[config.mk]
export PLATFORM = sky130hd
export DESIGN_NAME = game_control
export DESIGN_NICKNAME = d
export VERILOG_FILES = /design/src/common/game_pkg.sv /design/src/game_control.sv
export SDC_FILE = /design/constraint.sdc
export NUM_CORES = 1
export LEC_CHECK = 0
export BUFFER_PORTS_ARGS = -buffer_cell sky130_fd_sc_hd__buf_2
export CAP_MARGIN = 0
export CORE_ASPECT_RATIO = 0.75
export CORE_MARGIN = 1
export CORE_UTILIZATION = 35
export CTS_CLUSTER_SIZE = 10
export DETAILED_ROUTE_END_ITERATION = 10
export GPL_TIMING_DRIVEN = 0
export PLACE_DENSITY_LB_ADDON = 0.12
export SLEW_MARGIN = 10
export SYNTH_ARGS = -nofsm -noshare
export SYNTH_HDL_FRONTEND = slang
export SYNTH_SLANG_ARGS = --single-unit
export TNS_END_PERCENT = 20
[constraint.sdc]
create_clock -name Reset -period 7.4 [get_ports Reset]
set_clock_uncertainty 0.15 [all_clocks]
set_input_delay 0.37 -clock Reset [delete_from_list [all_inputs] [get_ports Reset]]
set_output_delay 0.37 -clock Reset [all_outputs]
set_load 0.01 [all_outputs]
[src/common/game_pkg.sv]
package game_pkg;

    typedef logic [9:0]  coord_t;
    typedef logic [10:0] tile_addr_t;
    typedef logic [11:0] score_t;
    typedef logic [2:0]  lives_t;

    typedef enum logic [3:0]
    {
        tile_empty  = 4'd0,
        tile_wall   = 4'd1,
        tile_pellet = 4'd2,
        tile_chase  = 4'd5,
        tile_freeze = 4'd7,
        tile_big    = 4'd11
    } tile_t;

    typedef enum logic [1:0]
    {
        dir_left  = 2'd0,
        dir_right = 2'd1,
        dir_down  = 2'd2,
        dir_up    = 2'd3
    } dir_t;

    // Keyboard usage codes
    localparam logic [7:0] key_a     = 8'h04;
    localparam logic [7:0] key_d     = 8'h07;
    localparam logic [7:0] key_s     = 8'h16;
    localparam logic [7:0] key_w     = 8'h1A;
    localparam logic [7:0] key_up    = 8'h52;
    localparam logic [7:0] key_down  = 8'h51;
    localparam logic [7:0] key_left  = 8'h50;
    localparam logic [7:0] key_right = 8'h4F;

    localparam int map_cols   = 40;
    localparam int map_tiles  = 1200;
    localparam int tile_shift = 4;   // 16 pixel tiles

    localparam coord_t probe_ahead  = 10'd9;
    localparam coord_t probe_side   = 10'd5;
    localparam coord_t contact_dist = 10'd12;
    localparam score_t score_pellet = 12'd5;
    localparam score_t score_big    = 12'd50;
    localparam lives_t lives_start  = 3'd3;

    function automatic tile_addr_t tile_addr(input coord_t x, input coord_t y);
        tile_addr_t col;
        tile_addr_t row;
        col = tile_addr_t'(x >> tile_shift);
        row = tile_addr_t'(y >> tile_shift);
        return col + row * tile_addr_t'(map_cols);
    endfunction

endpackage

[src/game_control.sv]
module game_control #(
    parameter logic [8:0] POWER_FRAMES = 9'd350
)
(
    input  logic             Reset,
    input  logic             frame_clk,
    input  game_pkg::coord_t pac_x,
    input  game_pkg::coord_t pac_y,
    input  game_pkg::coord_t ghost_x,
    input  game_pkg::coord_t ghost_y,
    input  logic             freeze_hit,
    input  logic             chase_hit,
    output logic             pac_respawn,
    output logic             ghost_respawn,
    output game_pkg::lives_t lives,
    output logic             loss,
    output logic             freeze_on,
    output logic             chase_on
);

    game_pkg::coord_t dx;
    game_pkg::coord_t dy;
    logic             contact;
    logic [8:0]       power_cnt;

    assign dx = (pac_x >= ghost_x) ? pac_x - ghost_x : ghost_x - pac_x;
    assign dy = (pac_y >= ghost_y) ? pac_y - ghost_y : ghost_y - pac_y;
    assign contact = (dx <= game_pkg::contact_dist) && (dy <= game_pkg::contact_dist);

    // Chase mode decides who goes home
    assign pac_respawn   = contact && !chase_on && !loss;
    assign ghost_respawn = contact && chase_on && !loss;

    always_ff @(posedge Reset or posedge frame_clk)
    begin
        if (frame_clk)
        begin
            lives <= game_pkg::lives_start;
            loss  <= 1'b0;
        end
        else if (pac_respawn)
        begin
            lives <= lives - 3'd1;
            if (lives == 3'd1)
                loss <= 1'b1;   // Last life gone
        end
    end

    // Shared timer; a new hit restarts it
    always_ff @(posedge Reset or posedge frame_clk)
    begin
        if (frame_clk)
        begin
            power_cnt <= '0;
            freeze_on <= 1'b0;
            chase_on  <= 1'b0;
        end
        else if (freeze_hit)
        begin
            power_cnt <= POWER_FRAMES - 9'd1;
            freeze_on <= 1'b1;
            chase_on  <= 1'b0;
        end
        else if (chase_hit)
        begin
            power_cnt <= POWER_FRAMES - 9'd1;
            freeze_on <= 1'b0;
            chase_on  <= 1'b1;
        end
        else if (power_cnt != 9'd0)
        begin
            power_cnt <= power_cnt - 9'd1;
        end
        else
        begin
            freeze_on <= 1'b0;
            chase_on  <= 1'b0;
        end
    end

endmodule

-- After elaboration in Yosys (flattened, before gate mapping)
Index checks and enable logic that the tools add are counted.
- bits in registers: 15
- add/subtract/negate cells: 6
- $lt $le $gt $ge: 4
- equality and inequality tests: 2
- multiplexer cells: 10
- reduce and logical (&&, ||, !) cells: 10
- operator list (cell ; number):
    10-bit subtractor ; 4
    9-bit two-way mux ; 3
    10-bit >= comparator ; 2
    10-bit by 4-bit <= comparator with 1-bit output, second input constant ; 2
    10-bit two-way mux ; 2
    9-bit nonzero test ; 1
    9-bit by 1-bit subtractor with 9-bit output, second input constant ; 1
    1-bit logical AND ; 5
    1-bit two-way mux ; 5
    3-bit by 1-bit == test with 1-bit output, second input constant ; 1
    3-bit inequality test, second input constant ; 1
    3-bit nonzero test ; 1
    3-bit by 1-bit subtractor with 3-bit output, second input constant ; 1
    1-bit logical NOT ; 2
    2-bit AND reduction ; 1

-- Logic depth before layout (Yosys ltp)
- depth in word-level cells: 7
- gate-level depth with buffers: 13
- gate-level depth less buffers: 11

-- Least setup slack after synthesis
Ideal clock, no wire load.
- kind: input port to output port
- from: in pac_x[3]
- to: out pac_respawn
- arrival: 2.617 ns
- required time: 6.880 ns
- setup slack: 4.263 ns
- cell stages on the path: 12
- path through: inv_1 -> ha_1 -> buf_6 -> a21o_1 -> a221oi_4 -> o21ai_1 -> a31o_1 -> mux2_4 -> a22oi_2 -> o2111a_2 -> and3_4 -> buf_6
- word-level cells in the longest chain between the ends: 6
- elaborated cells on any way between the ends: 8
- RTL lines (item ; RTL line ; source):
    start: declaration ; game_control.sv:7 ; input game_pkg::coord_t pac_x,
    10-bit subtractor / 10-bit >= comparator (equally long branches) ; game_control.sv:26 ; assign dx = (pac_x >= ghost_x) ? pac_x - ghost_x : ghost_x - pac_x;
    10-bit two-way mux * ; game_control.sv:26 ;
    10-bit by 4-bit <= comparator with 1-bit output * ; game_control.sv:28 ; assign contact = (dx <= game_pkg::contact_dist) && (dy <= game_pkg::contact_dist);
    1-bit logical AND * ; game_control.sv:28 ;
    1-bit logical AND * (2 in a row) ; game_control.sv:31 ; assign pac_respawn = contact && !chase_on && !loss;
    end: declaration ; game_control.sv:13 ; output logic pac_respawn,
Mark *: on every way between the ends. The rest lies on a longest branch, timed or not.

-- Final worst setup path
- from: in pac_y[3]
- to: out pac_respawn
- word-level cells in the longest chain between the ends: 6
- elaborated cells on any way between the ends: 8
- RTL lines (item ; RTL line ; source):
    start: declaration ; game_control.sv:8 ; input game_pkg::coord_t pac_y,
    10-bit subtractor / 10-bit >= comparator (equally long branches) ; game_control.sv:27 ; assign dy = (pac_y >= ghost_y) ? pac_y - ghost_y : ghost_y - pac_y;
    10-bit two-way mux * ; game_control.sv:27 ;
    10-bit by 4-bit <= comparator with 1-bit output * ; game_control.sv:28 ;
    1-bit logical AND * ; game_control.sv:28 ;
    1-bit logical AND * (2 in a row) ; game_control.sv:31 ;
Marked as above.

==> metrics <==
FP Rows=26; Fmax=271.2 MHz; GRT Total Usage=0.1587; CTS max path bufs=2; post-placement worst setup slack=~3.8 ns; type of the most critical hold path=primary input to asynchronous set/reset pin; CP Buf/Inv Count=5; Final GP Congestion=between 0.8 and 0.9; area of the core=between 0.006 and 0.007 sq mm; normalized max-slew margin=0.5995; total setup buffers inserted after CTS=0; worst skew pair latency=roughly 0.25 ns; ys flop type=dfrtp_1; most frequent cells in the layout=buf_2 (56), inv_1 (54), ha_1 (41), nand2_1 (27), a21oi_1 (24); Final WS setup=3.712 ns; DR vias/cell=approximately 4.9; Critical Path Most Common Cell=buf_2; Die Width=approximately 100 um; CTS tree=done; number of antenna violations at the first check in global routing=0; final wirelength=5860 um; Seq cells post-synth=15; starting density of the core=0.3691; grt ovf=0; fraction of layout cells with a size suffix above 1=0.2000; Flop pwr share=0.259; Critical Path Max Stage Delay=a little over 0.5 ns; most common cell after layout, fill and taps aside=buf_2; Setup Viol. Count Final=0; nets@finish=a little under 500; Area Overhead vs Synth=16.68%; Cell variety after synth=63; I/O Buffers=51; Die H=approximately 76 um; count of final max-slew check failures=0; vias in the first global route=2210; Final Util=0.4307; Setup crit start kind=primary input; Setup TNS=0 ns; Avg Cell Area, Syn=7.522 sq um; outcome=finished clean; WP data required=between 6 and 7 ns; CP cell instances=buf_2, inv_1, ha_1, buf_2, a21oi_1, a32oi_1, a21oi_2, mux2_2, nand2_1, o2111a_2, and3_4, buf_6, buf_2; number of synthesized flops with an enable pin=0; crit path DAT=~3.2 ns; Post-DP HPWL=approximately 5000 um; via count=~2400; die footprint=roughly 0.0077 sq mm; flop2flop setup slack=5.08 ns; Hold Fails Final Rpt=0; CP top delay family=compound AO/OA/AOI/OAI gates; Tot Pwr=0.3291 mW; Crit. End Element=output port; switching part of the total=0.3997; H-tree depth=1; Worst-Margin Slew=around 0.60 ns; worst vdd ir=0.00006776 V; CTS Hold Bufs=0; Max-Cap Viols=0; first-pass GRT wire length=around 10000 um; DR iter-0 viols=66; DRC Markers=0; Final ANT Viol Nets=0; Switch Pwr=between 0.1 and 0.15 mW; clock power share=0.208; drt wl/cell=between 10 and 15 um; io pins=52; synthesized area=0.002557 sq mm; CTS buffer count=3; total clock sinks=15; clk root buf=clkbuf_8; post-layout min period=between 3 and 4 ns; Crit Path Max Fanout=8; Setup CP Type=primary input to output port; post-CTS sizing=0; Int Power=a little under 0.2 mW; syn nets=roughly 430; DRT Pass-1 Iters=4; Final Cycle Share=0.4984; Worst-path clk slew=around 0.070 ns; r2r worst-path depth=8; Cells after Synth=340; CP max-delay cell=a21oi_1; LEAKAGE=1.474 nW; reg-to-reg endpoint=power_cnt[7]; R2R Path Start=power_cnt[2]; largest net degree at the start of global routing=16; critical path depth=13; Gate power share=0.532; PD cells=about 110 mW/mm^2; diode count=0; RSZ-0062 raised after global routing=no; async set or reset register ratio after synthesis=1.000; Final Hold Slack=roughly 0.013 ns; yosys warns=0; Seq/Total Area, Yosys=0.1477
## kinds of logic (layout without fill, tap and decap cells)
group	after synthesis	in the layout	synth area share
compound gates	87	87	0.2383
xor+xnor	23	23	0.07877
fa+ha+maj	41	41	0.2006
buf+inv	69	124	0.1101
flops	15	15	0.1477
mux	6	6	0.02642
simple gates	99	99	0.1981
## worst reg2reg max path: cells and delay by family, from the launching register on
kind                      cells  cell delay (ns)
and+or+nand+nor               6             1.32
xor gates and xnor gates      1             0.13
buffers and inverters         1             0.21
DFF                           1             0.44
## stage by stage
step | std cells | cell area, sq um
floorplan | 340 | 2557
global placement | 489 | 2935
detailed placement | 489 | 2935
CTS | 493 | 2984
global route | 493 | 2984
finish | 493 | 2984
## layer usage
layer | global-route usage | wire length, um
met1 | 0.2442 | 3256
met2 | 0.2390 | 2391
met3 | 0.01927 | 189
met4 | 0.02174 | 22
met5 | 0 | 0
## sequential cells by signal, indices dropped and copies added, names as in the netlist
name,cells
power_cnt,9
lives,3
chase_on,1
freeze_on,1
loss,1
## cell usage after synthesis, types with 3 or more instances
| library cell | n | area, sq um |
|---|---|---|
| nor2_1 | 18 | 67.56 |
| clkbuf_1 | 7 | 26.28 |
| o21bai_1 | 3 | 22.52 |
| a21oi_1 | 24 | 120.1 |
| nand3_1 | 14 | 70.07 |
| nor3_1 | 9 | 45.04 |
| xor2_1 | 5 | 43.79 |
| xnor2_1 | 18 | 157.7 |
| nand2_1 | 27 | 101.4 |
| a21o_1 | 4 | 30.03 |
| a31oi_1 | 4 | 25.02 |
| buf_2 | 5 | 25.02 |
| dfrtp_1 | 13 | 325.3 |
| o21ai_0 | 15 | 75.07 |
| o211ai_1 | 6 | 45.04 |
| nand4_1 | 4 | 25.02 |
| mux2i_1 | 3 | 30.03 |
| nor2b_1 | 5 | 31.28 |
| and2_1 | 3 | 18.77 |
| a211oi_1 | 3 | 22.52 |
| nand2b_1 | 4 | 25.02 |
| ha_1 | 41 | 513.0 |
| inv_1 | 54 | 202.7 |
## layout make-up
class | count | area [sq um]
multi-input combinational | 256 | 1898
sequential | 15 | 377.9
buffer | 15 | 78.83
fill | 750 | 3945
tap | 98 | 122.6
clock buffer | 3 | 41.29
timing repair buffer | 51 | 255.2
inverter | 54 | 202.7
clock inverter | 1 | 7.507
## how the worst max path moves through the flow
| stage | start | end |
|---|---|---|
| 6_report | pac_y[3] | pac_respawn |
| 5_1_grt | pac_y[3] | pac_respawn |
| 3_5_place_dp | pac_y[3] | pac_respawn |
| 3_3_place_gp | pac_y[3] | pac_respawn |
| 2_1_floorplan | pac_x[3] | pac_respawn |
| 4_1_cts | pac_y[3] | pac_respawn |
## power by group through the flow
stage | clock (mW) | combinational [mW] | sequential, mW
after floorplan | 0 | 0.129 | 0.0870
after global placement | 0 | 0.174 | 0.0867
after detailed placement | 0 | 0.174 | 0.0869
after CTS | 0.0701 | 0.176 | 0.0854
after global routing | 0.0741 | 0.198 | 0.0856
final | 0.0685 | 0.175 | 0.0853
(Power assumes the default switching activity.)
