**src/common/game_pkg.sv**
```systemverilog
package game_pkg;

    typedef logic [9:0]  coord_t;
    typedef logic [10:0] tile_addr_t;
    typedef logic [11:0] score_t;
    typedef logic [2:0]  lives_t;

    typedef enum logic [3:0]
    {
        tile_empty  = 4'd0,
        tile_wall   = 4'd1,
        tile_pellet = 4'd2,
        tile_chase  = 4'd5,
        tile_freeze = 4'd7,
        tile_big    = 4'd11
    } tile_t;

    typedef enum logic [1:0]
    {
        dir_left  = 2'd0,
        dir_right = 2'd1,
        dir_down  = 2'd2,
        dir_up    = 2'd3
    } dir_t;

    // Keyboard usage codes
    localparam logic [7:0] key_a     = 8'h04;
    localparam logic [7:0] key_d     = 8'h07;
    localparam logic [7:0] key_s     = 8'h16;
    localparam logic [7:0] key_w     = 8'h1A;
    localparam logic [7:0] key_up    = 8'h52;
    localparam logic [7:0] key_down  = 8'h51;
    localparam logic [7:0] key_left  = 8'h50;
    localparam logic [7:0] key_right = 8'h4F;

    localparam int map_cols   = 40;
    localparam int map_tiles  = 1200;
    localparam int tile_shift = 4;   // 16 pixel tiles

    localparam coord_t probe_ahead  = 10'd9;
    localparam coord_t probe_side   = 10'd5;
    localparam coord_t contact_dist = 10'd12;
    localparam score_t score_pellet = 12'd5;
    localparam score_t score_big    = 12'd50;
    localparam lives_t lives_start  = 3'd3;

    function automatic tile_addr_t tile_addr(input coord_t x, input coord_t y);
        tile_addr_t col;
        tile_addr_t row;
        col = tile_addr_t'(x >> tile_shift);
        row = tile_addr_t'(y >> tile_shift);
        return col + row * tile_addr_t'(map_cols);
    endfunction

endpackage

```
**src/common/tile_probe_if.sv**
```systemverilog


interface tile_eat_if;
    game_pkg::tile_addr_t center_addr;
    game_pkg::tile_t      center_tile;
    logic                 clear_en;
    game_pkg::tile_addr_t clear_addr;

    modport eater (output center_addr, clear_en, clear_addr, input center_tile);
    modport map   (input center_addr, clear_en, clear_addr, output center_tile);
endinterface

```
**src/pacman/pellet_eater.sv**
```systemverilog
module pellet_eater #(
    parameter logic [8:0] FOOD_TO_WIN = 9'd200
)
(
    input  logic             Reset,
    input  logic             frame_clk,
    input  game_pkg::coord_t pac_x,
    input  game_pkg::coord_t pac_y,
    tile_eat_if.eater        eat,
    output game_pkg::score_t score,
    output logic             win,
    output logic             freeze_hit,
    output logic             chase_hit
);

    logic [8:0] food_count;
    logic       small_hit;
    logic       big_hit;

    // Tile under the sprite centre
    assign eat.center_addr = game_pkg::tile_addr(pac_x, pac_y);

    assign small_hit  = (eat.center_tile == game_pkg::tile_pellet);
    assign big_hit    = (eat.center_tile == game_pkg::tile_big);
    assign freeze_hit = (eat.center_tile == game_pkg::tile_freeze);
    assign chase_hit  = (eat.center_tile == game_pkg::tile_chase);

    // Power-up tiles are used up too
    assign eat.clear_en   = small_hit | big_hit | freeze_hit | chase_hit;
    assign eat.clear_addr = eat.center_addr;

    always_ff @(posedge Reset or posedge frame_clk)
    begin
        if (frame_clk)
        begin
            score      <= '0;
            food_count <= '0;
            win        <= 1'b0;
        end
        else
        begin
            if (small_hit)
            begin
                score      <= score + game_pkg::score_pellet;
                food_count <= food_count + 9'd1;
            end
            else if (big_hit)
            begin
                score      <= score + game_pkg::score_big;
                food_count <= food_count + 9'd1;
            end
            // Sticky once reached
            win <= win | (food_count >= FOOD_TO_WIN);
        end
    end

endmodule

```
**src/flat_wrapper.sv**
```systemverilog
// flat-port wrapper written by rule: the top's interface ports become plain ports
module pellet_eater_flat 
#(
    parameter logic [8:0] FOOD_TO_WIN = 9'd200
)
  (Reset, frame_clk, pac_x, pac_y, score, win, freeze_hit, chase_hit, eat_center_addr, eat_clear_en, eat_clear_addr, eat_center_tile);
  tile_eat_if eat_i ();
  input  logic Reset;
  input  logic frame_clk;
  input  game_pkg::coord_t pac_x;
  input  game_pkg::coord_t pac_y;
  output game_pkg::score_t score;
  output logic win;
  output logic freeze_hit;
  output logic chase_hit;
  output wire logic [$bits(eat_i.center_addr)-1:0] eat_center_addr;
  output wire logic [$bits(eat_i.clear_en)-1:0] eat_clear_en;
  output wire logic [$bits(eat_i.clear_addr)-1:0] eat_clear_addr;
  input wire logic [$bits(eat_i.center_tile)-1:0] eat_center_tile;
  assign eat_center_addr = eat_i.center_addr;
  assign eat_clear_en = eat_i.clear_en;
  assign eat_clear_addr = eat_i.clear_addr;
  assign eat_i.center_tile = eat_center_tile;
  pellet_eater #(.FOOD_TO_WIN(FOOD_TO_WIN)) u_core (.Reset(Reset), .frame_clk(frame_clk), .pac_x(pac_x), .pac_y(pac_y), .eat(eat_i), .score(score), .win(win), .freeze_hit(freeze_hit), .chase_hit(chase_hit));
endmodule
```
**config.mk**
```make
export PLATFORM = sky130hd
export DESIGN_NAME = pellet_eater_flat
export DESIGN_NICKNAME = d
export VERILOG_FILES = /design/src/common/game_pkg.sv /design/src/common/tile_probe_if.sv /design/src/pacman/pellet_eater.sv /design/src/flat_wrapper.sv
export SDC_FILE = /design/constraint.sdc
export NUM_CORES = 1
export LEC_CHECK = 0
export BUFFER_PORTS_ARGS = -buffer_cell sky130_fd_sc_hd__clkbuf_2
export CORE_ASPECT_RATIO = 0.6
export CORE_MARGIN = 2
export CORE_UTILIZATION = 49
export DETAILED_ROUTE_END_ITERATION = 8
export PLACE_DENSITY = 0.8
export SYNTH_ARGS = -nofsm -noshare
export SYNTH_HDL_FRONTEND = slang
export SYNTH_SLANG_ARGS = --single-unit
```
**constraint.sdc**
```tcl
create_clock -name Reset -period 2.2 [get_ports Reset]
set_input_delay 0 -clock Reset [delete_from_list [all_inputs] [get_ports Reset]]
set_output_delay 0 -clock Reset [all_outputs]
set_load 0.005 [all_outputs]
```
Yosys cells after proc, flatten, opt, wreduce, memory -nomap -nowiden
Cells that the tools add are included.

word-level totals
  bits in registers = 22
  output and inout port bits = 38
  word-level logic and storage cells = 22

operators by class
  add/subtract/negate cells = 4
  reduce and logical (&&, ||, !) cells = 1
  muxes and demuxes = 4
  magnitude comparators = 1
  bitwise gates (word level) = 4
  $mul = 1
  eq/ne operators = 4

operators by type and width
  cell                                                                                  count
  12-bit 2-to-1 mux                                                                     2
  9-bit 2-to-1 mux                                                                      2
  12-bit by 3-bit adder with 12-bit output (second input constant)                      1
  12-bit by 6-bit adder with 12-bit output (second input constant)                      1
  6-bit by 11-bit adder with 11-bit output                                              1
  9-bit by 1-bit adder with 9-bit output (second input constant)                        1
  9-bit by 8-bit greater-or-equal comparator with 1-bit output (second input constant)  1
  4-bit by 3-bit == test with 1-bit output (second input constant)                      2
  6-bit by 3-bit multiplier with 8-bit output (second input constant)                   1
  4-bit by 2-bit == test with 1-bit output (second input constant)                      1
  4-bit == test (second input constant)                                                 1
  1-bit bitwise OR                                                                      4
  2-bit nonzero test                                                                    1

Logic depth before layout (Yosys ltp)
  word-level depth = 4
  depth in mapped cells = 8
  depth with buffers taken out = 7

Worst setup path before layout
OpenSTA, ideal clock, no wires.

  path type = input -> output
  from = in pac_y[5]
  to = out eat_clear_addr[10]
  cell stages on the path = 8
  arrival time = 1.785 ns
  setup slack = 0.415 ns
  cells stage by stage = ha_1 > ha_1 > fa_1 > xor2_1 > nand3_1 > nor4_1 > xnor2_1 > buf_4

between the ends
  longest elaborated chain between the ends = 2

RTL lines
  item                                         RTL line            source
  start: declaration                           flat_wrapper.sv:11  input game_pkg::coord_t pac_y;
  6-bit by 3-bit multiplier with 8-bit output  game_pkg.sv:52      return col + row * tile_addr_t'(map_cols);
  6-bit by 11-bit adder with 11-bit output     game_pkg.sv:52
  end: declaration                             flat_wrapper.sv:18  output wire logic [$bits(eat_i.clear_addr)-1:0] eat_clear_addr;

Every way passes these cells.

Worst setup path in the final report
  from = in pac_y[5]
  to = out eat_center_addr[10]

between the ends
  longest elaborated chain between the ends = 2

RTL lines
  item                                         RTL line            source
  6-bit by 3-bit multiplier with 8-bit output  game_pkg.sv:52
  6-bit by 11-bit adder with 11-bit output     game_pkg.sv:52
  end: declaration                             flat_wrapper.sv:16  output wire logic [$bits(eat_i.center_addr)-1:0] eat_center_addr;

Every way passes these cells.

==> results.md <==
* CP peak stage delay at 0.44 ns
* CTS root buffer: clkbuf_8
* GRT Overall Usage at 18.79%
* Critical path type: in -> out
* DIE HEIGHT at 49.50 um
* Setup violations, final at 0
* Routability cong. at 0.8370
* FMAX at 502.6 MHz
* Worst slew margin at 46.15%
* Power Density at 879.3 mW/mm^2
* Synth Net Count at 222
* Drt wl/cell at 13.36 um
* Crit share post-route at 90.45%
* CP cell instances: clkbuf_2 -> ha_1 -> ha_1 -> fa_1 -> xor2_2 -> nand3_1 -> nor4_1 -> xnor2_1 -> clkbuf_2
* Worst slew pin tran at 0.8069 ns
* Placed cell area at 0.001844 sq mm
* Placed cell count at 252
* Vias per cell at 5.198
* H-tree lvl count at 1
* HPWL after DPL at 2.726 mm
* Internal power at 1.024 mW
* Clk pwr share at 17.0%
* I/O Pins at 64
* Via count at 1336
* Full die area at 0.003951 sq mm
* Fill count at 298
* Total grt overflow at 0
* EDFF count, synth at 0
* Crit path arrival time at 1.99 ns
* Final Max Slew Viols at 0
* Final Net Count at 257
* Number of nets with antenna violations after routing at 0
* Site Rows at 16
* Layout cell share with drive strength beyond 1 at 26.42%
* Critical path peak fanout at 3
* TritonCTS clock tree: yes
* Status: complete, no violations
* Switching part of the total at 39.23%
* Non-filler instance count after layout at 257
* Dominant synthesized flop cell: dfrtp_1
* Post-CTS setup buffers at 0
* Final instance area at 0.001917 sq mm
* Yosys reg bits at 22
* Drt total wl at 3.433 mm
* Area growth syn-to-layout at 13.40%
* Pin count of the biggest net entering global routing at 23
* Area of the mapped netlist at 0.001690 sq mm
* TritonRoute pass-1 iters at 4
* Port Buffers at 46
* Vias in the first global route at 1129
* Synth Area per Inst at 9.496 sq um
* Critical Path RT at 2.20 ns
* Slowest CP cell: fa_1
* Gate Count Post-Synth at 178
* Total of warnings raised by yosys at 0
* Final min period at 1.990 ns
* Worst-Skew Late Latency at 0.26 ns
* Peak supply drop at 0.0004221 V
* NetSw at 0.6612 mW
* First-pass GRT wire length at 5.644 mm
* Comb pwr share at 40.2%
* Delay-heaviest family, CP: adder cells
* Pleak at 0.9660 nW
* DRC viols at 0
* Antenna violations before repair at 0
* Seq pwr share at 42.8%
* Max_cap viols at 0
* Die width at 79.83 um
* Post-synth ARST share at 100.0%
* Final hold violations at 0
* Startpoint Class: primary input
* ANT cells at 0
* Setup crit end kind: output pin
* Clock buffer depth at 2
* Starting density of the core at 51.49%
* CTS Sinks at 22
* Worst Clk Skew at 0.002627 ns
* Total chip power at 1.685 mW
* CORE AREA at 0.003283 sq mm
* Synth cell types at 37
* Post-layout util at 58.38%
* DRT iter0 DRCs at 78
* Hold/Removal Path Class: in -> out
* TritonCTS Buffers at 3
* Seq/Total Area, Yosys at 32.57%
* Worst path bufs/invs at 2
-- state kept, by name, indices dropped and copies added, names as in the netlist --
register	cells
u_core.food_count	9
u_core.win	1
u_core.score	12
-- cell type report --
class                           instances  area (sq um)  share of cell area [%]
Multi-Input combinational cell        131         984.7                   51.37
Sequential cell                        22         550.5                   28.72
Timing Repair Buffer                   47         240.2                   12.53
Tap cell                               45         56.30                   2.937
Clock buffer                            4         55.05                   2.872
Inverter                                8         30.03                   1.567
-- stage by stage --
| stage | setup WS, ns | hold WS [ns] | setup TNS, ns |
|---|---|---|---|
| floorplan | 0.4147 | -0.01077 | 0 |
| global placement | 0.2294 | 0.00005361 | 0 |
| detailed placement | 0.1710 | 0.00005361 | 0 |
| CTS | 0.1743 | 0.00005361 | 0 |
| global route | -0.007470 | 0.00001207 | -0.01320 |
| finish | 0.2102 | 0.000003860 | 0 |
-- worst register-to-register path, delay by kind of cell (launching register included) --
family	cells	cell delay, ns
xor+xnor	1	0.18
fa+ha+maj	1	0.15
buf+inv	1	0.11
flops	1	0.47
simple gates	1	0.41
compound gates	2	0.44
-- synth_stat cells (all sizes together), types with 2 or more instances --
cell / n / area, sq um
xor2: 12 / 105.1
fa: 2 / 40.04
a21oi: 12 / 60.06
a211oi: 2 / 15.01
o21ai: 7 / 35.03
nor4: 3 / 18.77
nand2: 13 / 48.80
nor2b: 2 / 12.51
and3: 5 / 31.28
a31oi: 2 / 12.51
nand4: 4 / 25.02
a21o: 3 / 22.52
ha: 16 / 200.2
nand3: 8 / 40.04
inv: 8 / 30.03
nor3: 2 / 15.01
dfrtp: 22 / 550.5
xnor2: 16 / 140.1
nand2b: 2 / 12.51
nor2: 9 / 36.29
buf: 17 / 132.6
-- power by group through the flow --
| stage | Sequential (mW) | Combinational [mW] | Clock, mW |
|---|---|---|---|
| floorplan | 0.691 | 0.475 | 0 |
| global placement | 0.719 | 0.654 | 0 |
| detailed placement | 0.727 | 0.667 | 0 |
| CTS | 0.722 | 0.675 | 0.298 |
| global route | 0.750 | 0.759 | 0.316 |
| finish | 0.722 | 0.677 | 0.286 |
-- path summary, 6_finish.rpt --
kind	from	endpoint	slack (ns)	cells after the start
min reg2reg	u_core.win	u_core.win	0.47	2
max reg2reg	u_core.score[2]	u_core.score[9]	0.37	6
max in group asynchronous	frame_clk	u_core.score[1]	1.28	3
min in group asynchronous	frame_clk	u_core.food_count[0]	0.42	3
min	pac_x[4]	eat_clear_addr[0]	0.000004	0
max	pac_y[5]	eat_center_addr[10]	0.21	9
-- cell families after synthesis --
family	synth area share [%]
AOI/OAI and AO/OA	11.77
xor gates and xnor gates	14.51
adders and majority gates	14.21
buffers and inverters	9.622
DFF	32.57
and+or+nand+nor	17.32
-- cell usage in the layout, fill, tap and decap left out, drive strengths merged, types with 2 or more instances in the layout --
| master | count |
|---|---|
| dfrtp | 22 |
| nand2b | 2 |
| xor2 | 12 |
| nand2 | 13 |
| nor2b | 2 |
| a21oi | 12 |
| a31oi | 2 |
| o21ai | 7 |
| xnor2 | 16 |
| nor2 | 9 |
| fa | 2 |
| and3 | 5 |
| inv | 8 |
| ha | 16 |
| nand3 | 8 |
| clkbuf | 50 |
| nor4 | 3 |
| a211oi | 2 |
| a21o | 3 |
| nand4 | 4 |
| nor3 | 2 |
-- routing by layer --
layer	GRT usage (%)	share of wire (%)	vias to the layer above
met3	5.128	7.6	5
met1	31.58	55	614
met2	22.41	36	42
li1	-	-	675
met5	0	0	-
met4	5.367	1.0	0
-- repair_timing --
| action | CTS | global route |
|---|---|---|
| hold buffers | 1 | 0 |
| endpoints found under the setup margin | 0 | 2 |
| gates resized for setup | 0 | 1 |
| hold endpoints to repair | 22 | 0 |
(Power assumes the default switching activity.)
