--- config.mk ---
export PLATFORM = sky130hd
export DESIGN_NAME = ghost_mover_flat
export DESIGN_NICKNAME = d
export VERILOG_FILES = /design/src/common/game_pkg.sv /design/src/common/tile_probe_if.sv /design/src/ghost_mover.sv /design/src/flat_wrapper.sv
export SDC_FILE = /design/constraint.sdc
export NUM_CORES = 1
export LEC_CHECK = 0
export BUFFER_PORTS_ARGS = -buffer_cell sky130_fd_sc_hd__buf_2
export CAP_MARGIN = 10
export CELL_PAD_IN_SITES_DETAIL_PLACEMENT = 0
export CELL_PAD_IN_SITES_GLOBAL_PLACEMENT = 1
export CORE_MARGIN = 5
export CORE_UTILIZATION = 46
export CTS_CLUSTER_DIAMETER = 80
export CTS_CLUSTER_SIZE = 8
export DETAILED_ROUTE_END_ITERATION = 6
export GPL_ROUTABILITY_DRIVEN = 1
export PLACE_DENSITY = 0.95
export SKIP_LAST_GASP = 1
export SLEW_MARGIN = 40
export SYNTH_ARGS = -nofsm -noshare
export SYNTH_HDL_FRONTEND = slang
export SYNTH_SLANG_ARGS = --single-unit
--- constraint.sdc ---
create_clock -name Reset -period 13.1 [get_ports Reset]
set_input_delay 1.31 -clock Reset [delete_from_list [all_inputs] [get_ports Reset]]
set_output_delay 1.31 -clock Reset [all_outputs]
set_load 0.1 [all_outputs]
--- src/common/game_pkg.sv ---
package game_pkg;

    typedef logic [9:0]  coord_t;
    typedef logic [10:0] tile_addr_t;
    typedef logic [11:0] score_t;
    typedef logic [2:0]  lives_t;

    typedef enum logic [3:0]
    {
        tile_empty  = 4'd0,
        tile_wall   = 4'd1,
        tile_pellet = 4'd2,
        tile_chase  = 4'd5,
        tile_freeze = 4'd7,
        tile_big    = 4'd11
    } tile_t;

    typedef enum logic [1:0]
    {
        dir_left  = 2'd0,
        dir_right = 2'd1,
        dir_down  = 2'd2,
        dir_up    = 2'd3
    } dir_t;

    // Keyboard usage codes
    localparam logic [7:0] key_a     = 8'h04;
    localparam logic [7:0] key_d     = 8'h07;
    localparam logic [7:0] key_s     = 8'h16;
    localparam logic [7:0] key_w     = 8'h1A;
    localparam logic [7:0] key_up    = 8'h52;
    localparam logic [7:0] key_down  = 8'h51;
    localparam logic [7:0] key_left  = 8'h50;
    localparam logic [7:0] key_right = 8'h4F;

    localparam int map_cols   = 40;
    localparam int map_tiles  = 1200;
    localparam int tile_shift = 4;   // 16 pixel tiles

    localparam coord_t probe_ahead  = 10'd9;
    localparam coord_t probe_side   = 10'd5;
    localparam coord_t contact_dist = 10'd12;
    localparam score_t score_pellet = 12'd5;
    localparam score_t score_big    = 12'd50;
    localparam lives_t lives_start  = 3'd3;

    function automatic tile_addr_t tile_addr(input coord_t x, input coord_t y);
        tile_addr_t col;
        tile_addr_t row;
        col = tile_addr_t'(x >> tile_shift);
        row = tile_addr_t'(y >> tile_shift);
        return col + row * tile_addr_t'(map_cols);
    endfunction

endpackage

--- src/common/tile_probe_if.sv ---
interface tile_probe_if;
    game_pkg::tile_addr_t addr_a;
    game_pkg::tile_addr_t addr_b;
    game_pkg::tile_t      tile_a;
    game_pkg::tile_t      tile_b;

    modport mover (output addr_a, addr_b, input tile_a, tile_b);
    modport map   (input addr_a, addr_b, output tile_a, tile_b);
endinterface


--- src/ghost_mover.sv ---
module ghost_mover #(
    parameter game_pkg::coord_t GHOST_HOME_X = 10'd248,
    parameter game_pkg::coord_t GHOST_HOME_Y = 10'd208
)
(
    input  logic             Reset,
    input  logic             frame_clk,
    input  logic [7:0]       keycode_ghost,
    tile_probe_if.mover      probe,
    input  logic             respawn,
    input  logic             hold,
    input  logic             freeze,
    output game_pkg::coord_t ghost_x,
    output game_pkg::coord_t ghost_y
);

    logic [7:0]       key_q;
    logic             key_valid;
    game_pkg::coord_t nx, ny;   // Position after one step
    game_pkg::coord_t ax, ay;
    game_pkg::coord_t bx, by;

    // Arrow keys give the step and the probe points
    always_comb
    begin
        key_valid = 1'b1;
        nx = ghost_x;
        ny = ghost_y;
        ax = ghost_x + game_pkg::probe_side;
        bx = ghost_x - game_pkg::probe_side;
        ay = ghost_y - game_pkg::probe_ahead;
        by = ay;
        case (key_q)
            game_pkg::key_up:    ny = ghost_y - 10'd1;
            game_pkg::key_down:
            begin
                ny = ghost_y + 10'd1;
                ay = ghost_y + game_pkg::probe_ahead;
                by = ay;
            end
            game_pkg::key_left, game_pkg::key_right:
            begin
                nx = (key_q == game_pkg::key_left) ? ghost_x - 10'd1 : ghost_x + 10'd1;
                ax = (key_q == game_pkg::key_left) ? ghost_x - game_pkg::probe_ahead
                                                   : ghost_x + game_pkg::probe_ahead;
                bx = ax;
                ay = ghost_y - game_pkg::probe_side;
                by = ghost_y + game_pkg::probe_side;
            end
            default: key_valid = 1'b0;
        endcase
    end

    assign probe.addr_a = game_pkg::tile_addr(ax, ay);
    assign probe.addr_b = game_pkg::tile_addr(bx, by);

    always_ff @(posedge Reset or posedge frame_clk)
    begin
        if (frame_clk)
        begin
            key_q   <= 8'h00;
            ghost_x <= GHOST_HOME_X;
            ghost_y <= GHOST_HOME_Y;
        end
        else
        begin
            key_q <= keycode_ghost;
            if (respawn)
            begin
                ghost_x <= GHOST_HOME_X;
                ghost_y <= GHOST_HOME_Y;
            end
            else if (!hold && !freeze && key_valid &&
                     probe.tile_a != game_pkg::tile_wall &&
                     probe.tile_b != game_pkg::tile_wall)
            begin
                ghost_x <= nx;
                ghost_y <= ny;
            end
        end
    end

endmodule

--- src/flat_wrapper.sv ---
// flat-port wrapper written by rule: the top's interface ports become plain ports
module ghost_mover_flat 
#(
    parameter game_pkg::coord_t GHOST_HOME_X = 10'd248,
    parameter game_pkg::coord_t GHOST_HOME_Y = 10'd208
)
  (Reset, frame_clk, keycode_ghost, respawn, hold, freeze, ghost_x, ghost_y, probe_addr_a, probe_addr_b, probe_tile_a, probe_tile_b);
  tile_probe_if probe_i ();
  input  logic Reset;
  input  logic frame_clk;
  input  logic [7:0] keycode_ghost;
  input  logic respawn;
  input  logic hold;
  input  logic freeze;
  output game_pkg::coord_t ghost_x;
  output game_pkg::coord_t ghost_y;
  output wire logic [$bits(probe_i.addr_a)-1:0] probe_addr_a;
  output wire logic [$bits(probe_i.addr_b)-1:0] probe_addr_b;
  input wire logic [$bits(probe_i.tile_a)-1:0] probe_tile_a;
  input wire logic [$bits(probe_i.tile_b)-1:0] probe_tile_b;
  assign probe_addr_a = probe_i.addr_a;
  assign probe_addr_b = probe_i.addr_b;
  assign probe_i.tile_a = probe_tile_a;
  assign probe_i.tile_b = probe_tile_b;
  ghost_mover #(.GHOST_HOME_X(GHOST_HOME_X), .GHOST_HOME_Y(GHOST_HOME_Y)) u_core (.Reset(Reset), .frame_clk(frame_clk), .keycode_ghost(keycode_ghost), .probe(probe_i), .respawn(respawn), .hold(hold), .freeze(freeze), .ghost_x(ghost_x), .ghost_y(ghost_y));
endmodule
-- Word-level counts from Yosys, hierarchy flattened
Cells that the tools add are included.
- output and inout port bits: 42
- register bits after elaboration: 28
- input bits: 21
- logic and storage cells: 51
- equal/unequal tests: 6
- add/sub/neg operators: 14
- reductions and logical operators: 13
- muxes and demuxes: 13
- multiply operators: 2
- operators by type and width (kind ; count):
    $mux W10 ; 9
    $pmux W10 S2 ; 3
    $eq A8 B7 Y1 const B ; 4
    $add A6 B11 Y11 ; 2
    $add A10 B1 Y10 const B ; 2
    $add A10 B3 Y10 const B ; 2
    $add A10 B4 Y10 const B ; 2
    $sub A10 B1 Y10 const B ; 2
    $sub A10 B3 Y10 const B ; 2
    $sub A10 B4 Y10 const B ; 2
    $mul A6 B3 Y8 const B ; 2
    $ne A4 B1 Y1 const B ; 2
    $logic_and A1 B1 Y1 ; 4
    $reduce_and A2 Y1 ; 2
    $reduce_bool A2 Y1 ; 2
    $reduce_or A4 Y1 ; 1
    $reduce_bool A3 Y1 ; 1
    $logic_not A1 Y1 ; 2
    $reduce_or A2 Y1 ; 1
    $mux W1 ; 1

-- Longest topological paths before layout
Gate-level depths: netlist (run 1).
- word-level depth: 8
- mapped depth: 21

-- Worst setup path before layout (run 1)
OpenSTA, ideal clock, no wires.
- path type: register to output
- from: reg u_core.key_q[0]
- to: out probe_addr_b[10]
- required time: 11790 ps
- stages on the path, launching flop included: 22
- setup slack: 6406 ps
- arrival time: 5384 ps
- cells stage by stage: dfrtp_1 buf_2 nor2_1 and3_1 buf_2 inv_2 buf_2 xnor2_1 ha_1 or4_1 a41oi_1 nor2_1 nor2_1 a311oi_1 xnor2_1 ha_1 a21o_1 a21oi_1 nor3b_1 nand3_1 xnor2_1 xnor2_1
- word-level cells in the longest chain between the ends: 5
- ends and longest elaborated chain (what ; line ; source):
    start, declared ; ghost_mover.sv:17 ; logic [7:0] key_q;
    start signal, assigned ; ghost_mover.sv:67 ; key_q <= keycode_ghost;
    $eq A8 B7 Y1 (on tied branches) ; ghost_mover.sv:33, ghost_mover.sv:44 ;
    $reduce_or A2 Y1 ; - ;
    $pmux W10 S2 ; ghost_mover.sv:33 ; case (key_q)
    $mul A6 B3 Y8 ; game_pkg.sv:52 ; return col + row * tile_addr_t'(map_cols);
    $add A6 B11 Y11 (*) ; game_pkg.sv:52 ;
    end, declared ; flat_wrapper.sv:18 ; output wire logic [$bits(probe_i.addr_b)-1:0] probe_addr_b;
Every way passes the cells marked *; elsewhere a longest branch is shown, timed or not.

-- Final worst setup path (run 1)
- from: reg u_core.key_q[3]
- to: out probe_addr_b[10]
The elaborated chain is that of the path after synthesis.

==> impl_metrics.env, run 1 <==
export IMPL_status="complete, no violations"
export IMPL_power_frac_clock_pct=38.3
export IMPL_ios=63
export IMPL_dieArea_um2=9756
export IMPL_start_util_pct=47.15
export IMPL_clock_skew_ns=0.004076
export IMPL_cts_setup_buffers=0
export IMPL_root_buffer="clkbuf_8"
export IMPL_finalSetupViolations=0
export IMPL_r2r_slack_ns=9.42
export IMPL_ys_seq_elements=28
export IMPL_swShare_pct=26.67
export IMPL_clk_pin_slew_worst_paths_ns=0.10
export IMPL_crit_path_end_kind="primary output"
export IMPL_final_cell_mix="buf_2 (62), nand2_1 (43), nor2_1 (33), xnor2_1 (33), ha_1 (32)"
export IMPL_r2r_start="u_core.key_q[3]"
export IMPL_syn_to_final_growth_pct=11.43
export IMPL_grt_use_total_pct=19.25
export IMPL_hold_class="flop to flop"
export IMPL_rsz0062_at_grt="no"
export IMPL_clock_latency_ns=0.28
export IMPL_max_freq_mhz=146.8
export IMPL_grt_antenna_before_repair=0
export IMPL_cts_hold_buf=0
export IMPL_cts_resized=0
export IMPL_diodes=0
export IMPL_final_cells=597
export IMPL_leakage_nw=1.816
export IMPL_grt_max_degree=29
export IMPL_grt_pass1_wl_mm=16.17
export IMPL_slew_violations=0
export IMPL_synth_yosys_seq_area_share_pct=19.61
export IMPL_post_drt_wl_per_cell_um=15.70
export IMPL_synth_cell_types=68
export IMPL_final_nets=554
export IMPL_clockBufferDepth=2
export IMPL_core_area_um2=7687
export IMPL_ys_warn_count=0
export IMPL_worstRegToRegCells=10
export IMPL_layout_drive_gt1_share_pct=17.37
export IMPL_final_common_cell="buf_2"
export IMPL_hold_depth=2
export IMPL_vdd_drop_max_uv=38.22
export IMPL_p_switching_w=0.00004946
export IMPL_fin_crit_ns=6.812
export IMPL_postSynthAreaPerCell_um2=8.002
export IMPL_die_x_um=98.77
export IMPL_crit_type="flop to primary output"
export IMPL_async_reset_ff_share_pct=100.0
export IMPL_port_buffers=62
export IMPL_drtAntennaViolNets=0
export IMPL_cap_violations=0
export IMPL_routed_wl_mm=9.375
export IMPL_tightest_slew_ns=0.7142
export IMPL_drt_initial_drc_count=429
export IMPL_die_y_um=98.77
export IMPL_critPathArrivalTime_ns=5.50
export IMPL_synth_edf_count=0
export IMPL_viasPerCell=5.930
export IMPL_rows=32
export IMPL_power_frac_comb_pct=13.5
export IMPL_total_power_w=0.0001855
export IMPL_worstPathMaxFanout=17
export IMPL_power_internal_w=0.0001360
export IMPL_place_congestion=0.9329
export IMPL_seq_power_share_pct=48.2
export IMPL_r2r_end="u_core.ghost_x[8]"
export IMPL_drt_pass1_iter_count=5
export IMPL_hpwl_mm=7.227
export IMPL_p_per_area_nw_per_um2=45.92
export IMPL_post_route_period_util_pct=52.00
export IMPL_clock_sinks=28
export IMPL_relSlewSlack_pct=52.26
export IMPL_cp_start_kind="flop"
export IMPL_cts_buffers=3
export IMPL_drcViolationCount=0
export IMPL_synthFlopType="dfrtp_1"
export IMPL_min_delay_start="u_core.ghost_x[3]"
export IMPL_cts_max_level=1
export IMPL_setup_tns_ns=0
export IMPL_syn_inst=453
export IMPL_vias=3540
export IMPL_first_global_vias=3436
export IMPL_syn_area_um2=3625
export IMPL_worst_hold_path_endpoint="u_core.ghost_x[3]"
export IMPL_required_ns=11.79
export IMPL_hold_violations=0
export IMPL_dp_cells=593
export IMPL_syn_nets=511
export IMPL_cts_tree="yes"
export IMPL_grt_overflow=0
-- final cells by class --
cell class / count / area, µm²
Fill cell: 785 / 3649
Multi-Input combinational cell: 377 / 2721
Sequential cell: 28 / 710.7
Timing Repair Buffer: 64 / 325.3
Tap cell: 102 / 127.6
Inverter: 22 / 82.58
Clock buffer: 3 / 41.29
Clock inverter: 1 / 30.03
-- cells by family (layout without fill, tap and decap cells) --
group | Yosys count | count (layout) | synth area share, %
AOI/OAI and AO/OA | 122 | 122 | 23.13
xor gates and xnor gates | 53 | 53 | 12.81
adders and majority gates | 37 | 37 | 13.81
buffers and inverters | 48 | 90 | 5.315
DFF | 28 | 28 | 19.61
muxes | 11 | 11 | 3.141
and+or+nand+nor | 154 | 154 | 22.20
-- per-stage QoR --
step	instance area [µm²]	hold WS [ns]	util (%)	worst slack, ns
CTS	4039	0.5704	52.54	6.344
detailed placement	3968	0.5534	51.61	6.704
global placement	3968	0.5504	51.61	6.810
floorplan	3625	0.7455	-	6.406
global route	4039	0.6036	52.54	5.789
finish	4039	0.5713	52.54	6.288
-- cell usage after synthesis (5+ instances only) --
master	n	share of area [%]
dfrtp_1	20	14
xnor2_1	33	8.0
nand4_1	8	1.4
nor2b_1	8	1.4
a21o_1	16	3.3
a21oi_1	31	4.3
a31oi_1	8	1.4
dfstp_2	8	5.8
inv_1	20	2.1
o21ai_1	5	0.69
clkbuf_1	18	1.9
or3_1	6	1.0
xor2_1	20	4.8
nor2_1	33	3.4
o21ai_0	13	1.8
mux2i_1	8	2.2
nor3_1	14	1.9
nand2_1	43	4.5
nand3_1	10	1.4
fa_1	5	2.8
ha_1	32	11
-- power by group through the flow --
stage	clock [W]	combinational [W]	sequential, W
floorplan	0	0.0000187	0.0000908
global placement	0	0.0000248	0.0000907
detailed placement	0	0.0000252	0.0000910
CTS	0.0000730	0.0000253	0.0000894
global route	0.0000755	0.0000273	0.0000896
finish	0.0000710	0.0000251	0.0000894
-- per-layer routing --
metal,GRT usage [%],part of all wire [%],vias up
met1,27.07,46,1682
met4,4.412,0.97,0
li1,-,-,1726
met5,0,0,-
met2,31.66,47,122
met3,2.194,5.9,10
-- worst max-delay path, cell delays in order (launching register included) --
cell and delay, ns:
dfrtp_1 0.44, nor3b_4 0.39, and3_1 0.62, inv_2 0.24
xnor2_1 0.19, ha_1 0.29, or4_1 0.49, a41oi_1 0.32
nor2_1 0.07, nor2_1 0.13, a311oi_1 0.07, xnor2_1 0.23
ha_1 0.31, a21o_1 0.11, a21oi_1 0.09, nor3b_1 0.31
nand3_1 0.14, xnor2_1 0.19, xnor2_1 0.13, buf_2 0.44
-- sequential cells by signal (all words and copies together), names as in the netlist --
register / count
u_core.ghost_x: 10
u_core.ghost_y: 10
u_core.key_q: 8
-- worst max-delay path by stage --
stage | from | endpoint | slack (ns) | depth (start not counted)
after floorplan | u_core.key_q[0] | probe_addr_b[10] | 6.41 | 21
after global placement | u_core.key_q[3] | probe_addr_b[10] | 6.81 | 19
after detailed placement | u_core.key_q[3] | probe_addr_b[10] | 6.70 | 19
after CTS | u_core.key_q[3] | probe_addr_b[10] | 6.34 | 19
after global routing | u_core.key_q[0] | probe_addr_b[10] | 5.79 | 19
final | u_core.key_q[3] | probe_addr_b[10] | 6.29 | 19
No activity file was read; power rests on OpenSTA's default activity.
==> run 2: changes to the inputs <==
Settings changed: CORE_UTILIZATION 46 to 38, PLACE_DENSITY 0.95 to 0.85.
Clock period 13.1 ns to 6.1 ns, I/O delays scaled along.
==> impl_metrics.env, run 2 (same netlist as run 1, synthesis figures left out) <==
export IMPL_critPathArrivalTime_ns=5.02
export IMPL_fin_ws_ns=0.4650
export IMPL_place_area_um2=4069
export IMPL_cts_resized=0
export IMPL_start_util_pct=39.04
export IMPL_final_cell_mix="buf_2 (59), nand2_1 (43), nor2_1 (33), xnor2_1 (33), ha_1 (32)"
export IMPL_required_ns=5.49
export IMPL_relSlewSlack_pct=54.71
export IMPL_clock_sinks=28
export IMPL_rsz0062_at_grt="no"
export IMPL_root_buffer="clkbuf_8"
export IMPL_worstPathMaxFanout=17
export IMPL_finalSetupViolations=0
export IMPL_ios=63
export IMPL_grt_pass1_wl_mm=16.13
export IMPL_viasPerCell=5.549
export IMPL_drt_initial_drc_count=245
export IMPL_drcViolationCount=0
export IMPL_syn_to_final_growth_pct=14.22
export IMPL_vias=3479
export IMPL_clock_skew_ns=0.003339
export IMPL_rows=35
export IMPL_post_route_period_util_pct=92.38
export IMPL_hold_violations=0
export IMPL_nFillCells=954
export IMPL_worstRegToRegCells=9
export IMPL_post_drt_wl_per_cell_um=15.41
export IMPL_ff_latch_area_um2=710.7
export IMPL_clock_latency_ns=0.29
export IMPL_crit_chain="nor2_1 -> and3_1 -> buf_4 -> inv_2 -> xnor2_1 -> ha_1 -> or4_1 -> a41oi_1 -> nor2_1 -> nor2_1 -> a311oi_1 -> xnor2_1 -> ha_1 -> a21o_1 -> a21oi_1 -> nor3b_1 -> nand3_1 -> xnor2_1 -> xnor2_1 -> buf_12"
export IMPL_cp_depth=20
export IMPL_cap_violations=0
export IMPL_setup_tns_ns=0
export IMPL_layout_drive_gt1_share_pct=17.67
export IMPL_place_congestion=0.8892
export IMPL_diodes=0
export IMPL_crit_buf_inv=3
export IMPL_max_freq_mhz=177.5
export IMPL_grt_antenna_before_repair=0
export IMPL_top_regs="u_core.ghost_x x10, u_core.ghost_y x10, u_core.key_q x8"
export IMPL_p_per_area_nw_per_um2=97.47
export IMPL_multiInputGateArea_um2=2721
export IMPL_cts_setup_buffers=0
export IMPL_vdd_drop_max_uv=72.34
export IMPL_port_buffers=62
export IMPL_hold_class="primary input to async pin"
export IMPL_max_stage_delay_ns=0.49
export IMPL_clockBufferDepth=2
export IMPL_final_nets=557
export IMPL_final_common_cell="buf_2"
export IMPL_routed_wl_mm=9.665
export IMPL_grt_overflow=0
export IMPL_crit_top_cell="xnor2_1"
export IMPL_cp_top_family="simple AND/OR/NAND/NOR gates"
export IMPL_dieArea_um2=11590
export IMPL_drt_pass1_iter_count=5
export IMPL_crit_type="flop to primary output"
export IMPL_die_y_um=107.7
export IMPL_total_power_w=0.0004036
export IMPL_drtAntennaViolNets=0
export IMPL_fin_crit_ns=5.635
export IMPL_crit_path_end_kind="primary output"
export IMPL_hpwl_mm=7.557
export IMPL_critPathSlowestCell="or4_1"
export IMPL_leakage_nw=1.846
export IMPL_cts_hold_buf=0
export IMPL_cts_buffers=3
export IMPL_grt_max_degree=29
export IMPL_die_x_um=107.7
export IMPL_dp_cells=623
export IMPL_grt_use_total_pct=16.71
export IMPL_tightest_slew_ns=0.6757
export IMPL_core_area_um2=9284
export IMPL_design_area_um2=4140
export IMPL_clk_pin_slew_worst_paths_ns=0.11
export IMPL_cp_start_kind="flop"
export IMPL_first_global_vias=3364
export IMPL_cts_tree="yes"
export IMPL_post_place_ws_ns=0.7923
export IMPL_final_cells=627
export IMPL_cts_max_level=1
export IMPL_slew_violations=0
export IMPL_status="complete, no violations"
[run 2: changes by cell type in the layout (fill, tap and decap cells not counted)]
| cell | previous run | this run |
|---|---|---|
| buf_2 | 62 | 59 |
| inv_1 | 19 | 20 |
| inv_2 | 2 | 1 |
| buf_12 | 0 | 3 |
| buf_4 | 2 | 5 |
[run 2: tightest hold or removal path, stage by stage]
cell	delay (ns)
buf_2	0.09
inv_1	0.04
buf_4	0.34
[run 2: area by class of cell]
| class | instances | area share, % |
|---|---|---|
| multi-input combinational | 377 | 65.73 |
| sequential | 28 | 17.17 |
| timing repair buffer | 67 | 9.489 |
| tap | 129 | 3.898 |
| inverter | 22 | 1.995 |
| clock buffer | 3 | 0.9973 |
| clock inverter | 1 | 0.7253 |
[run 2: metal layers]
metal	vias up	part of all wire, %	track usage, %	wire [µm]
li1	1728	-	-	-
met5	-	0	0	0
met3	13	5.9	2.280	575
met1	1616	46	23.20	4480
met4	0	1.8	5.410	176
met2	122	46	26.69	4433
[run 2: stage by stage]
stage / util (%) / hold WS (ns)
CTS: 44.60 / 0.3813
global route: 44.60 / 0.3910
finish: 44.60 / 0.3710
detailed placement: 43.83 / 0.5568
floorplan: - / 0.6414
global placement: 43.83 / 0.5443
[run 2: power breakdown]
| part | total [W] | leakage [nW] | internal, W | switching (W) |
|---|---|---|---|---|
| logic | 0.0000553 | 1.47 | 0.0000164 | 0.0000389 |
| registers | 0.000192 | 0.345 | 0.000189 | 0.00000325 |
| clock network | 0.000156 | 0.0357 | 0.0000881 | 0.0000681 |
| total | 0.000404 | 1.85 | 0.000293 | 0.000110 |
[run 2: path summary, 6_finish.rpt]
kind	start	endpoint	slack, ns
setup / recovery	u_core.key_q[0]	probe_addr_b[10]	0.47
hold / removal	frame_clk	u_core.ghost_x[0]	0.37
setup reg to reg	u_core.key_q[3]	u_core.ghost_y[9]	2.68
hold reg to reg	u_core.ghost_x[3]	u_core.ghost_x[3]	0.57
max in group asynchronous	frame_clk	u_core.ghost_y[7]	5.41
min in group Reset	keycode_ghost[3]	u_core.key_q[3]	0.42
